===== src/include/cpu_defines.svh =====
`ifndef CPU_DEFINES_SVH
`define CPU_DEFINES_SVH

// first fetch address after reset
`define CPU_RESET_VECTOR 32'h0000_0000

// data and address width
`define CPU_XLEN 32

// architectural registers, x0 included
`define CPU_NUM_REGS 32

// pc step per instruction, in bytes
`define CPU_INSTR_LEN 32'd4

// major opcodes, instr[6:0]
// register-register arithmetic
`define CPU_OP_OP     7'b0110011
// register-immediate arithmetic
`define CPU_OP_OPIMM  7'b0010011
`define CPU_OP_LUI    7'b0110111
`define CPU_OP_AUIPC  7'b0010111
`define CPU_OP_JAL    7'b1101111
`define CPU_OP_JALR   7'b1100111
// all six conditional branches
`define CPU_OP_BRANCH 7'b1100011
// only lw is implemented
`define CPU_OP_LOAD   7'b0000011
// only sw is implemented
`define CPU_OP_STORE  7'b0100011

`endif


===== src/verilog/cpu_pkg.sv =====
`include "cpu_defines.svh"

package cpu_pkg;

   // data, address or instruction word
   typedef logic [`CPU_XLEN-1:0] word_t;

   // register index
   typedef logic [4:0] reg_addr_t;

   // instr[14:12]
   typedef logic [2:0] funct3_t;

   typedef enum logic [3:0] {
      ALU_ADD,
      ALU_SUB,
      ALU_SLL,
      ALU_SLT,
      ALU_SLTU,
      ALU_XOR,
      ALU_SRL,
      ALU_SRA,
      ALU_OR,
      ALU_AND
   } alu_op_e;

   // first operand
   typedef enum logic {
      SRC1_REG,
      SRC1_PC
   } alu_src1_e;

   // second operand, ilen is the pc increment
   typedef enum logic [1:0] {
      SRC2_REG,
      SRC2_IMM,
      SRC2_ILEN
   } alu_src2_e;

   // picks mem step, writeback source and next pc
   typedef enum logic [2:0] {
      CLASS_ALU,
      CLASS_LUI,
      CLASS_JUMP,
      CLASS_BRANCH,
      CLASS_LOAD,
      CLASS_STORE,
      CLASS_NOP
   } instr_class_e;

   typedef enum logic [2:0] {
      ST_RESET,
      ST_FETCH,
      ST_DECODE,
      ST_EXEC,
      ST_MEM,
      ST_WRITEBACK
   } cpu_state_e;

endpackage


===== src/verilog/cpu_alu.sv =====
`timescale 1ns/100ps
`include "cpu_defines.svh"

module cpu_alu
   import cpu_pkg::*;
(
   input  alu_op_e   op_i,
   input  alu_src1_e src1_i,
   input  alu_src2_e src2_i,
   input  word_t     rval1_i,
   input  word_t     rval2_i,
   input  word_t     imm_i,
   input  word_t     pc_i,
   input  funct3_t   funct3_i,
   output word_t     result_o,
   output logic      branch_taken_o
);

   word_t op_a;
   word_t op_b;
   word_t sum;
   logic  eq;
   logic  lt_s;
   logic  lt_u;
   logic  cond;

   // operand muxes
   assign op_a = (src1_i == SRC1_PC) ? pc_i : rval1_i;

   always_comb begin
      case (src2_i)
         SRC2_REG: op_b = rval2_i;
         SRC2_IMM: op_b = imm_i;
         default:  op_b = `CPU_INSTR_LEN;
      endcase
   end

   assign sum = op_a + op_b;

   // anything with pc as operand is address math, so always an add
   // this lets decode form pc+4 whatever the latched op is
   always_comb begin
      if (src1_i == SRC1_PC) begin
         result_o = sum;
      end else begin
         case (op_i)
            ALU_SUB:  result_o = op_a - op_b;
            ALU_SLL:  result_o = op_a << op_b[4:0];
            ALU_SLT:  result_o = {{(`CPU_XLEN-1){1'b0}}, $signed(op_a) < $signed(op_b)};
            ALU_SLTU: result_o = {{(`CPU_XLEN-1){1'b0}}, op_a < op_b};
            ALU_XOR:  result_o = op_a ^ op_b;
            ALU_SRL:  result_o = op_a >> op_b[4:0];
            ALU_SRA:  result_o = word_t'($signed(op_a) >>> op_b[4:0]);
            ALU_OR:   result_o = op_a | op_b;
            ALU_AND:  result_o = op_a & op_b;
            default:  result_o = sum;
         endcase
      end
   end

   // branch compare always on the raw register values
   assign eq   = rval1_i == rval2_i;
   assign lt_s = $signed(rval1_i) < $signed(rval2_i);
   assign lt_u = rval1_i < rval2_i;

   // funct3[2:1] picks the test, funct3[0] inverts it
   always_comb begin
      case (funct3_i[2:1])
         2'b00:   cond = eq;
         2'b10:   cond = lt_s;
         2'b11:   cond = lt_u;
         default: cond = 1'b0;
      endcase
   end

   // 01x is not a branch encoding, never taken
   assign branch_taken_o = (funct3_i[2:1] != 2'b01) && (cond ^ funct3_i[0]);

endmodule


===== src/verilog/cpu_control.sv =====
`timescale 1ns/100ps
`include "cpu_defines.svh"

module cpu_control
   import cpu_pkg::*;
(
   input  logic         clk,
   input  logic         reset,
   input  logic         bus_done_i,
   input  word_t        bus_rdata_i,
   output logic         bus_start_o,
   output logic         bus_we_o,
   output word_t        bus_addr_o,
   output word_t        bus_wdata_o,
   output word_t        instr_o,
   output word_t        pc_o,
   input  instr_class_e class_i,
   input  logic         write_reg_i,
   input  word_t        alu_result_i,
   input  logic         branch_taken_i,
   input  word_t        imm_i,
   input  word_t        rval2_i,
   output logic         reg_re_o,
   output logic         reg_we_o,
   output word_t        reg_wdata_o,
   output alu_src1_e    alu_src1_o,
   output alu_src2_e    alu_src2_o,
   input  alu_src1_e    decoder_src1_i,
   input  alu_src2_e    decoder_src2_i
);

   cpu_state_e state_q;
   cpu_state_e state_d;
   word_t      pc_q;
   word_t      pc_d;
   word_t      pc_plus4_q;
   // alu result of exec: target, address or op result
   word_t      target_q;
   word_t      instr_q;
   logic       taken_q;
   logic       mem_access;
   logic       redirect;

   assign mem_access = (class_i == CLASS_LOAD) || (class_i == CLASS_STORE);

   always_comb begin
      case (state_q)
         ST_RESET:     state_d = ST_FETCH;
         ST_FETCH:     state_d = bus_done_i ? ST_DECODE : ST_FETCH;
         ST_DECODE:    state_d = ST_EXEC;
         ST_EXEC:      state_d = mem_access ? ST_MEM : ST_WRITEBACK;
         ST_MEM:       state_d = bus_done_i ? ST_WRITEBACK : ST_MEM;
         ST_WRITEBACK: state_d = ST_FETCH;
         default:      state_d = ST_RESET;
      endcase
   end

   // jumps always leave the fall-through path, branches only when taken
   assign redirect = (class_i == CLASS_JUMP) || (class_i == CLASS_BRANCH && taken_q);

   // pc only moves at the end of writeback
   // bit 0 of a target is cleared, as jalr requires
   always_comb begin
      pc_d = pc_q;
      if (state_q == ST_WRITEBACK) begin
         pc_d = redirect ? {target_q[`CPU_XLEN-1:1], 1'b0} : pc_plus4_q;
      end
   end

   always_ff @(posedge clk) begin
      if (reset) begin
         state_q <= ST_RESET;
         pc_q    <= `CPU_RESET_VECTOR;
         taken_q <= 1'b0;
      end else begin
         state_q <= state_d;
         pc_q    <= pc_d;
         if (state_q == ST_EXEC) begin
            taken_q <= branch_taken_i;
         end
      end
   end

   always_ff @(posedge clk) begin
      // instruction latched with the fetch done pulse
      if (state_q == ST_FETCH && bus_done_i) begin
         instr_q <= bus_rdata_i;
      end
      // decode: alu gives pc+4
      if (state_q == ST_DECODE) begin
         pc_plus4_q <= alu_result_i;
      end
      if (state_q == ST_EXEC) begin
         target_q <= alu_result_i;
      end
   end

   // fetch request issued in reset and writeback, data access in exec
   assign bus_start_o = (state_q == ST_RESET) || (state_q == ST_WRITEBACK) ||
                        (state_q == ST_EXEC && mem_access);
   assign bus_we_o    = (state_q == ST_EXEC) && (class_i == CLASS_STORE);
   // in writeback the fetch goes to the pc being loaded
   assign bus_addr_o  = (state_q == ST_EXEC) ? alu_result_i : pc_d;
   assign bus_wdata_o = rval2_i;

   assign instr_o = instr_q;
   assign pc_o    = pc_q;

   // registers read once, outputs hold through writeback
   assign reg_re_o = state_q == ST_DECODE;
   assign reg_we_o = (state_q == ST_WRITEBACK) && write_reg_i;

   always_comb begin
      case (class_i)
         CLASS_JUMP: reg_wdata_o = pc_plus4_q;
         CLASS_LUI:  reg_wdata_o = imm_i;
         CLASS_LOAD: reg_wdata_o = bus_rdata_i;
         default:    reg_wdata_o = target_q;
      endcase
   end

   // decode borrows the alu for pc + ilen
   assign alu_src1_o = (state_q == ST_DECODE) ? SRC1_PC : decoder_src1_i;
   assign alu_src2_o = (state_q == ST_DECODE) ? SRC2_ILEN : decoder_src2_i;

endmodule


===== src/verilog/cpu_decoder.sv =====
`timescale 1ns/100ps
`include "cpu_defines.svh"

module cpu_decoder
   import cpu_pkg::*;
(
   input  word_t        instr_i,
   output reg_addr_t    rs1_o,
   output reg_addr_t    rs2_o,
   output reg_addr_t    rd_o,
   output word_t        imm_o,
   output funct3_t      funct3_o,
   output alu_op_e      alu_op_o,
   output alu_src1_e    src1_o,
   output alu_src2_e    src2_o,
   output instr_class_e class_o,
   output logic         write_reg_o
);

   logic [6:0] opcode;
   // funct7 bit 5, sub and sra
   logic       alt_bit;
   word_t      imm_i_type;
   word_t      imm_s_type;
   word_t      imm_b_type;
   word_t      imm_u_type;
   word_t      imm_j_type;
   alu_op_e    arith_op;

   // fixed field positions
   assign opcode   = instr_i[6:0];
   assign rd_o     = instr_i[11:7];
   assign funct3_o = instr_i[14:12];
   assign rs1_o    = instr_i[19:15];
   assign rs2_o    = instr_i[24:20];
   assign alt_bit  = instr_i[30];

   // immediate formats, all sign extended from bit 31
   assign imm_i_type = {{20{instr_i[31]}}, instr_i[31:20]};
   assign imm_s_type = {{20{instr_i[31]}}, instr_i[31:25], instr_i[11:7]};
   assign imm_b_type = {{19{instr_i[31]}}, instr_i[31], instr_i[7], instr_i[30:25],
                        instr_i[11:8], 1'b0};
   assign imm_u_type = {instr_i[31:12], 12'b0};
   assign imm_j_type = {{11{instr_i[31]}}, instr_i[31], instr_i[19:12], instr_i[20],
                        instr_i[30:21], 1'b0};

   // op and op-imm share funct3 encoding
   always_comb begin
      case (funct3_o)
         // addi has no sub form, bit 30 is imm there
         3'b000:  arith_op = (alt_bit && opcode == `CPU_OP_OP) ? ALU_SUB : ALU_ADD;
         3'b001:  arith_op = ALU_SLL;
         3'b010:  arith_op = ALU_SLT;
         3'b011:  arith_op = ALU_SLTU;
         3'b100:  arith_op = ALU_XOR;
         3'b101:  arith_op = alt_bit ? ALU_SRA : ALU_SRL;
         3'b110:  arith_op = ALU_OR;
         default: arith_op = ALU_AND;
      endcase
   end

   // defaults fit rs1 + imm forms (jalr, lw)
   always_comb begin
      imm_o    = imm_i_type;
      alu_op_o = ALU_ADD;
      src1_o   = SRC1_REG;
      src2_o   = SRC2_IMM;
      class_o  = CLASS_NOP;
      case (opcode)
         `CPU_OP_OP: begin
            alu_op_o = arith_op;
            src2_o   = SRC2_REG;
            class_o  = CLASS_ALU;
         end
         `CPU_OP_OPIMM: begin
            alu_op_o = arith_op;
            class_o  = CLASS_ALU;
         end
         `CPU_OP_LUI: begin
            imm_o   = imm_u_type;
            class_o = CLASS_LUI;
         end
         // pc + upper imm goes through the alu path
         `CPU_OP_AUIPC: begin
            imm_o   = imm_u_type;
            src1_o  = SRC1_PC;
            class_o = CLASS_ALU;
         end
         `CPU_OP_JAL: begin
            imm_o   = imm_j_type;
            src1_o  = SRC1_PC;
            class_o = CLASS_JUMP;
         end
         `CPU_OP_JALR: class_o = CLASS_JUMP;
         // alu forms the target, compare is separate
         `CPU_OP_BRANCH: begin
            imm_o   = imm_b_type;
            src1_o  = SRC1_PC;
            class_o = CLASS_BRANCH;
         end
         `CPU_OP_LOAD: class_o = CLASS_LOAD;
         `CPU_OP_STORE: begin
            imm_o   = imm_s_type;
            class_o = CLASS_STORE;
         end
         // fence, system and unknown run as nops
         default: class_o = CLASS_NOP;
      endcase
   end

   assign write_reg_o = (class_o == CLASS_ALU) || (class_o == CLASS_LUI) ||
                        (class_o == CLASS_JUMP) || (class_o == CLASS_LOAD);

endmodule


===== src/verilog/cpu_regfile.sv =====
`timescale 1ns/100ps
`include "cpu_defines.svh"

module cpu_regfile
   import cpu_pkg::*;
(
   input  logic      clk,
   input  logic      reset,
   input  reg_addr_t rs1_i,
   input  reg_addr_t rs2_i,
   input  reg_addr_t rd_i,
   input  logic      re_i,
   input  logic      we_i,
   input  word_t     wdata_i,
   output word_t     rdata1_o,
   output word_t     rdata2_o
);

   // no storage behind x0
   word_t regs [1:`CPU_NUM_REGS-1];

   // writes to x0 are dropped
   always_ff @(posedge clk) begin
      if (we_i && rd_i != '0) begin
         regs[rd_i] <= wdata_i;
      end
   end

   // read ports, held until the next re_i
   always_ff @(posedge clk) begin
      if (reset) begin
         rdata1_o <= '0;
         rdata2_o <= '0;
      end else if (re_i) begin
         rdata1_o <= (rs1_i == '0) ? '0 : regs[rs1_i];
         rdata2_o <= (rs2_i == '0) ? '0 : regs[rs2_i];
      end
   end

endmodule


===== src/verilog/cpu_top.sv =====
`timescale 1ns/100ps

module cpu_top
   import cpu_pkg::*;
(
   input  logic  clk,
   input  logic  reset,
   input  logic  wb_ack_i,
   input  word_t wb_dat_i,
   output word_t wb_adr_o,
   output word_t wb_dat_o,
   output logic  wb_cyc_o,
   output logic  wb_stb_o,
   output logic  wb_we_o
);

   // sequencer to bus master
   logic         bus_start;
   logic         bus_we;
   word_t        bus_addr;
   word_t        bus_wdata;
   logic         bus_done;
   word_t        bus_rdata;
   // decoder outputs
   word_t        instr;
   word_t        pc;
   reg_addr_t    rs1;
   reg_addr_t    rs2;
   reg_addr_t    rd;
   word_t        imm;
   funct3_t      funct3;
   alu_op_e      alu_op;
   alu_src1_e    dec_src1;
   alu_src2_e    dec_src2;
   instr_class_e iclass;
   logic         write_reg;
   // operands after the decode override
   alu_src1_e    alu_src1;
   alu_src2_e    alu_src2;
   word_t        rval1;
   word_t        rval2;
   logic         reg_re;
   logic         reg_we;
   word_t        reg_wdata;
   word_t        alu_result;
   logic         branch_taken;

   cpu_control cpu_control_i (
      .clk            (clk),
      .reset          (reset),
      .bus_done_i     (bus_done),
      .bus_rdata_i    (bus_rdata),
      .bus_start_o    (bus_start),
      .bus_we_o       (bus_we),
      .bus_addr_o     (bus_addr),
      .bus_wdata_o    (bus_wdata),
      .instr_o        (instr),
      .pc_o           (pc),
      .class_i        (iclass),
      .write_reg_i    (write_reg),
      .alu_result_i   (alu_result),
      .branch_taken_i (branch_taken),
      .imm_i          (imm),
      .rval2_i        (rval2),
      .reg_re_o       (reg_re),
      .reg_we_o       (reg_we),
      .reg_wdata_o    (reg_wdata),
      .alu_src1_o     (alu_src1),
      .alu_src2_o     (alu_src2),
      .decoder_src1_i (dec_src1),
      .decoder_src2_i (dec_src2)
   );

   cpu_decoder cpu_decoder_i (
      .instr_i     (instr),
      .rs1_o       (rs1),
      .rs2_o       (rs2),
      .rd_o        (rd),
      .imm_o       (imm),
      .funct3_o    (funct3),
      .alu_op_o    (alu_op),
      .src1_o      (dec_src1),
      .src2_o      (dec_src2),
      .class_o     (iclass),
      .write_reg_o (write_reg)
   );

   cpu_regfile cpu_regfile_i (
      .clk      (clk),
      .reset    (reset),
      .rs1_i    (rs1),
      .rs2_i    (rs2),
      .rd_i     (rd),
      .re_i     (reg_re),
      .we_i     (reg_we),
      .wdata_i  (reg_wdata),
      .rdata1_o (rval1),
      .rdata2_o (rval2)
   );

   cpu_alu cpu_alu_i (
      .op_i           (alu_op),
      .src1_i         (alu_src1),
      .src2_i         (alu_src2),
      .rval1_i        (rval1),
      .rval2_i        (rval2),
      .imm_i          (imm),
      .pc_i           (pc),
      .funct3_i       (funct3),
      .result_o       (alu_result),
      .branch_taken_o (branch_taken)
   );

   cpu_wb_master cpu_wb_master_i (
      .clk      (clk),
      .reset    (reset),
      .start_i  (bus_start),
      .we_i     (bus_we),
      .addr_i   (bus_addr),
      .wdata_i  (bus_wdata),
      .done_o   (bus_done),
      .rdata_o  (bus_rdata),
      .wb_ack_i (wb_ack_i),
      .wb_dat_i (wb_dat_i),
      .wb_adr_o (wb_adr_o),
      .wb_dat_o (wb_dat_o),
      .wb_cyc_o (wb_cyc_o),
      .wb_stb_o (wb_stb_o),
      .wb_we_o  (wb_we_o)
   );

endmodule


===== src/verilog/cpu_wb_master.sv =====
`timescale 1ns/100ps

module cpu_wb_master
   import cpu_pkg::*;
(
   input  logic  clk,
   input  logic  reset,
   input  logic  start_i,
   input  logic  we_i,
   input  word_t addr_i,
   input  word_t wdata_i,
   output logic  done_o,
   output word_t rdata_o,
   input  logic  wb_ack_i,
   input  word_t wb_dat_i,
   output word_t wb_adr_o,
   output word_t wb_dat_o,
   output logic  wb_cyc_o,
   output logic  wb_stb_o,
   output logic  wb_we_o
);

   // one flop drives cyc and stb, so they never differ
   logic active_q;

   // control side of the bus cycle
   always_ff @(posedge clk) begin
      if (reset) begin
         active_q <= 1'b0;
         wb_we_o  <= 1'b0;
         done_o   <= 1'b0;
      end else begin
         done_o <= 1'b0;
         if (active_q && wb_ack_i) begin
            // ack sampled, release the bus next cycle
            active_q <= 1'b0;
            wb_we_o  <= 1'b0;
            done_o   <= 1'b1;
         end else if (start_i && !active_q) begin
            active_q <= 1'b1;
            wb_we_o  <= we_i;
         end
      end
   end

   // address and data held for the whole cycle
   always_ff @(posedge clk) begin
      if (start_i && !active_q) begin
         wb_adr_o <= addr_i;
         wb_dat_o <= wdata_i;
      end
      // read data kept until the next ack
      if (active_q && wb_ack_i) begin
         rdata_o <= wb_dat_i;
      end
   end

   assign wb_cyc_o = active_q;
   assign wb_stb_o = active_q;

endmodule

===== config.mk =====
export PLATFORM = sky130hd
export DESIGN_NAME = cpu_top
export DESIGN_NICKNAME = d
export VERILOG_FILES = /design/src/verilog/cpu_pkg.sv /design/src/verilog/cpu_alu.sv /design/src/verilog/cpu_control.sv /design/src/verilog/cpu_decoder.sv /design/src/verilog/cpu_regfile.sv /design/src/verilog/cpu_top.sv /design/src/verilog/cpu_wb_master.sv
export VERILOG_INCLUDE_DIRS = /design/src /design/src/include
export SDC_FILE = /design/constraint.sdc
export NUM_CORES = 2
export LEC_CHECK = 0
export BUFFER_PORTS_ARGS = -buffer_cell sky130_fd_sc_hd__buf_2
export CAP_MARGIN = 40
export CORE_UTILIZATION = 40
export DETAILED_ROUTE_END_ITERATION = 8
export MAX_ROUTING_LAYER = met4
export PLACE_DENSITY = 0.65
export SLEW_MARGIN = 10
export SYNTH_ARGS = -nofsm -noshare
export SYNTH_HDL_FRONTEND = slang
export SYNTH_SLANG_ARGS = --single-unit

===== constraint.sdc =====
create_clock -name clk -period 6.5 [get_ports clk]
set_input_delay 0.65 -clock clk [delete_from_list [all_inputs] [get_ports clk]]
set_output_delay 0.65 -clock clk [all_outputs]
set_load 0.03 [all_outputs]

==> impl_metrics.ini <==
[clock_network]
cts_max_level = 4
post_cts_resized = 0
cts.path.max_buffers = 3
holdBufCountCts = 0
cts_tree = done
root_buffer = clkbuf_16
clk_pin_slew_ns = 0.06
cts_buffers = 131
clkLatencyLatePin_ns = 0.80
clock_sinks = 1297
cts_setup_buffers = 0

[final_layout]
multiInputGateArea_um2 = 28500
syn_to_final_growth_pct = 12.7
layout_commonest_cell = edfxtp_1
fin_cells = 7135
nets = 4976
final-seq-area_um2 = 37800
final_cell_mix = edfxtp_1 (1184), mux4_2 (578), nor2_1 (373)
n_fill_cell = 14700
layout-drive-gt1-share_pct = 25.2

[floorplan]
core-area_um2 = 169000
dieArea_um2 = 172000
die_w_um = 415
fp-row-count = 151
io_pins = 102
die_y_um = 415
initial_core_util_pct = 40.3

[synthesis]
synthFlopType = edfxtp_1
syn_area_um2 = 68200
yosys-top-cells-area = edfxtp_1 (52%), mux4_2 (19%), dfxtp_1 (3.3%)
synth_top_area_share_pct = 52.2
syn_avg_cell_area_um2 = 14.3
synthArstFlopShare_pct = 0
synth_cell_types = 113
seq_area_frac_synth_pct = 55.5
netlist_instances = 4752
synth-seq-cells = 1297
synth-edff-count = 1184
syn-num-nets = 4918
yosysWarnings = 0
synth_top_area_cell = edfxtp_1

[worst_setup_path]
cp-start-kind = flop
required_ns = 7.04
startpoint = cpu_control_i.state_q[1]
worstSetupPathType = reg2reg
crit_fanout = 18
crit_arrival_ns = 6.51
r2r-start = cpu_control_i.state_q[1]
cp-end-kind = flop

[pwr]
p_per_area_nw_per_um2 = 229
seq_power_share_pct = 51.8
p_switching_mw = 3.92
p_sw_share_pct = 22.2
peakVddDrop_v = 0.000229
power.leakage_nw = 25.6
combPwrFrac_pct = 4.9
p_int_mw = 13.7
power_frac_clock_pct = 43.3

[global_route]
gr-total-overflow = 0
grt_max_degree = 144
antenna_found_initial = 6
grt_pass1_vias = 45100
grt.total_usage_pct = 27.5
grt_pass1_wl_mm = 330

[sta]
slew_headroom_pct = 19.0
fmax_mhz = 168
final-max-slew-violation-count = 0
finalSetupViolations = 0
fin_skew_ns = 0.0474
holdWs_ns = 0.0489
layout_min_cycle_time_ns = 5.96
hold_viol = 0
timing.final.crit_share_pct = 91.8
grt_setup_unrepaired = false
setup_tns_ns = 0
tightest_slew_ns = 1.22

[drt]
num_vias = 46100
remaining_drc_errors = 0
dr.pass1.iters = 7
avgViaCountPerCell = 6.46
drt_iter0_markers = 6247
wl_per_cell_um = 32.7
wirelength_mm = 233
ant_nets = 0

[placement]
place_congestion = 1.01
dp_hpwl_mm = 157
dp_cells = 6891
io_buffer_count = 101

[job]
maxCapViolations = 0

[min_path]
min_path_type = in2reg
hp-start = wb_dat_i[19]

[status]
outcome = finished clean
-- sequential cells by signal, summed over array words and instances, names as in the netlist, named ones only --
register	flops
cpu_control_i.pc_plus4_q	32
cpu_control_i.pc_o	32
cpu_wb_master_i.wb_dat_o	32
cpu_wb_master_i.wb_adr_o	32
cpu_wb_master_i.wb_cyc_o	1
cpu_control_i.state_q	3
cpu_control_i.target_q	32
cpu_wb_master_i.rdata_o	32
cpu_regfile_i.rdata2_o	32
cpu_control_i.instr_o	32
cpu_regfile_i.rdata1_o	32
cpu_control_i.taken_q	1
cpu_regfile_i.regs	992
cpu_wb_master_i.wb_we_o	1
cpu_wb_master_i.done_o	1
-- logic make-up (layout without fill, tap and decap cells) --
group,count (synthesis),count (layout),synth area share [%]
XOR/XNOR,26,26,0.334
buffers and inverters,518,676,3.13
other,0,7,0
flip-flops,1297,1297,55.5
adder cells (fa/ha/maj),131,131,2.43
AO/OA/AOI/OAI,977,977,9.57
multiplexers,782,782,22.2
AND/OR/NAND/NOR,1021,1021,6.90
-- through the flow --
| step | instance area (um^2) | utilization (%) | worst slack (ns) | total power, mW |
|---|---|---|---|---|
| final | 76800 | 45.4 | 0.535 | 17.6 |
| after global routing | 76800 | 45.4 | 0.263 | 18.0 |
| after CTS | 76700 | 45.3 | 0.603 | 17.7 |
| after detailed placement | 72400 | 42.8 | 0.630 | 10.2 |
| after global placement | 71500 | 42.3 | 0.632 | 10.1 |
| after floorplan | 68200 | - | 1.32 | 9.85 |
-- cell type report --
type	instances	share of cell area, %
multi-input cells	2937	37.2
well taps	2218	3.61
diodes	7	0.0228
repair buffers	295	3.61
flip-flops and latches	1297	49.3
inverters	148	0.731
clock buffers	160	4.50
clock inverters	73	1.07
-- path summary, 6_finish.rpt --
kind,to,slack [ns],depth (start not counted)
worst min-delay path,cpu_wb_master_i.rdata_o[19],0.05,1
worst max register to register,cpu_wb_master_i.wb_adr_o[0],0.54,21
worst min register to register,cpu_control_i.instr_o[27],0.46,0
worst max-delay path,cpu_wb_master_i.wb_adr_o[0],0.54,21
-- cell usage after synthesis, types with 27 or more instances --
cell type and count:
mux4_2 578, inv_1 140, ha_1 129, clkbuf_1 200
nor3_1 56, nand4_1 36, a211oi_1 28, o211ai_1 76
buf_1 99, a21o_1 38, o21ai_0 153, buf_2 46
nand3_1 146, mux2_2 27, nor2b_1 35, edfxtp_1 1184
nand2_1 225, mux2i_1 175, a21oi_1 301, dfxtp_1 113
a222oi_1 31, o21ai_1 52, nor2_1 406
-- power by group through the flow --
stage | Clock, mW | Sequential (mW) | Combinational [mW]
floorplan | 0 | 9.31 | 0.531
global placement | 0 | 9.31 | 0.832
detailed placement | 0 | 9.30 | 0.853
CTS | 7.73 | 9.13 | 0.856
global route | 8.02 | 9.12 | 0.905
finish | 7.64 | 9.12 | 0.862
-- metal layers --
metal  routed length [um]  vias to the layer above  GRT usage (%)
li1                     -                    19200              -
met3                20400                      475           4.32
met1                88200                    23800           34.8
met4                11900                        0           12.5
met5                    0                        -              -
met2               113000                     2631           43.9
-- worst max-delay path: stages, from the launching register on --
cell and delay, ns:
dfxtp_1 0.46, or3b_4 0.53, clkinv_4 0.22, a211oi_4 0.10, nor2_4 0.18, a21o_1 0.27
inv_1 0.10, ha_1 0.24, fa_1 0.47, nor2b_1 0.18, o31ai_1 0.11, and3_1 0.20
o21ai_0 0.58, a2111oi_0 0.23, buf_4 0.21, o31ai_1 0.38, nand2_1 0.13, o31ai_1 0.26
buf_4 0.18, a21o_1 0.15, a32oi_1 0.26, o21a_1 0.26
(Power assumes the default switching activity.)
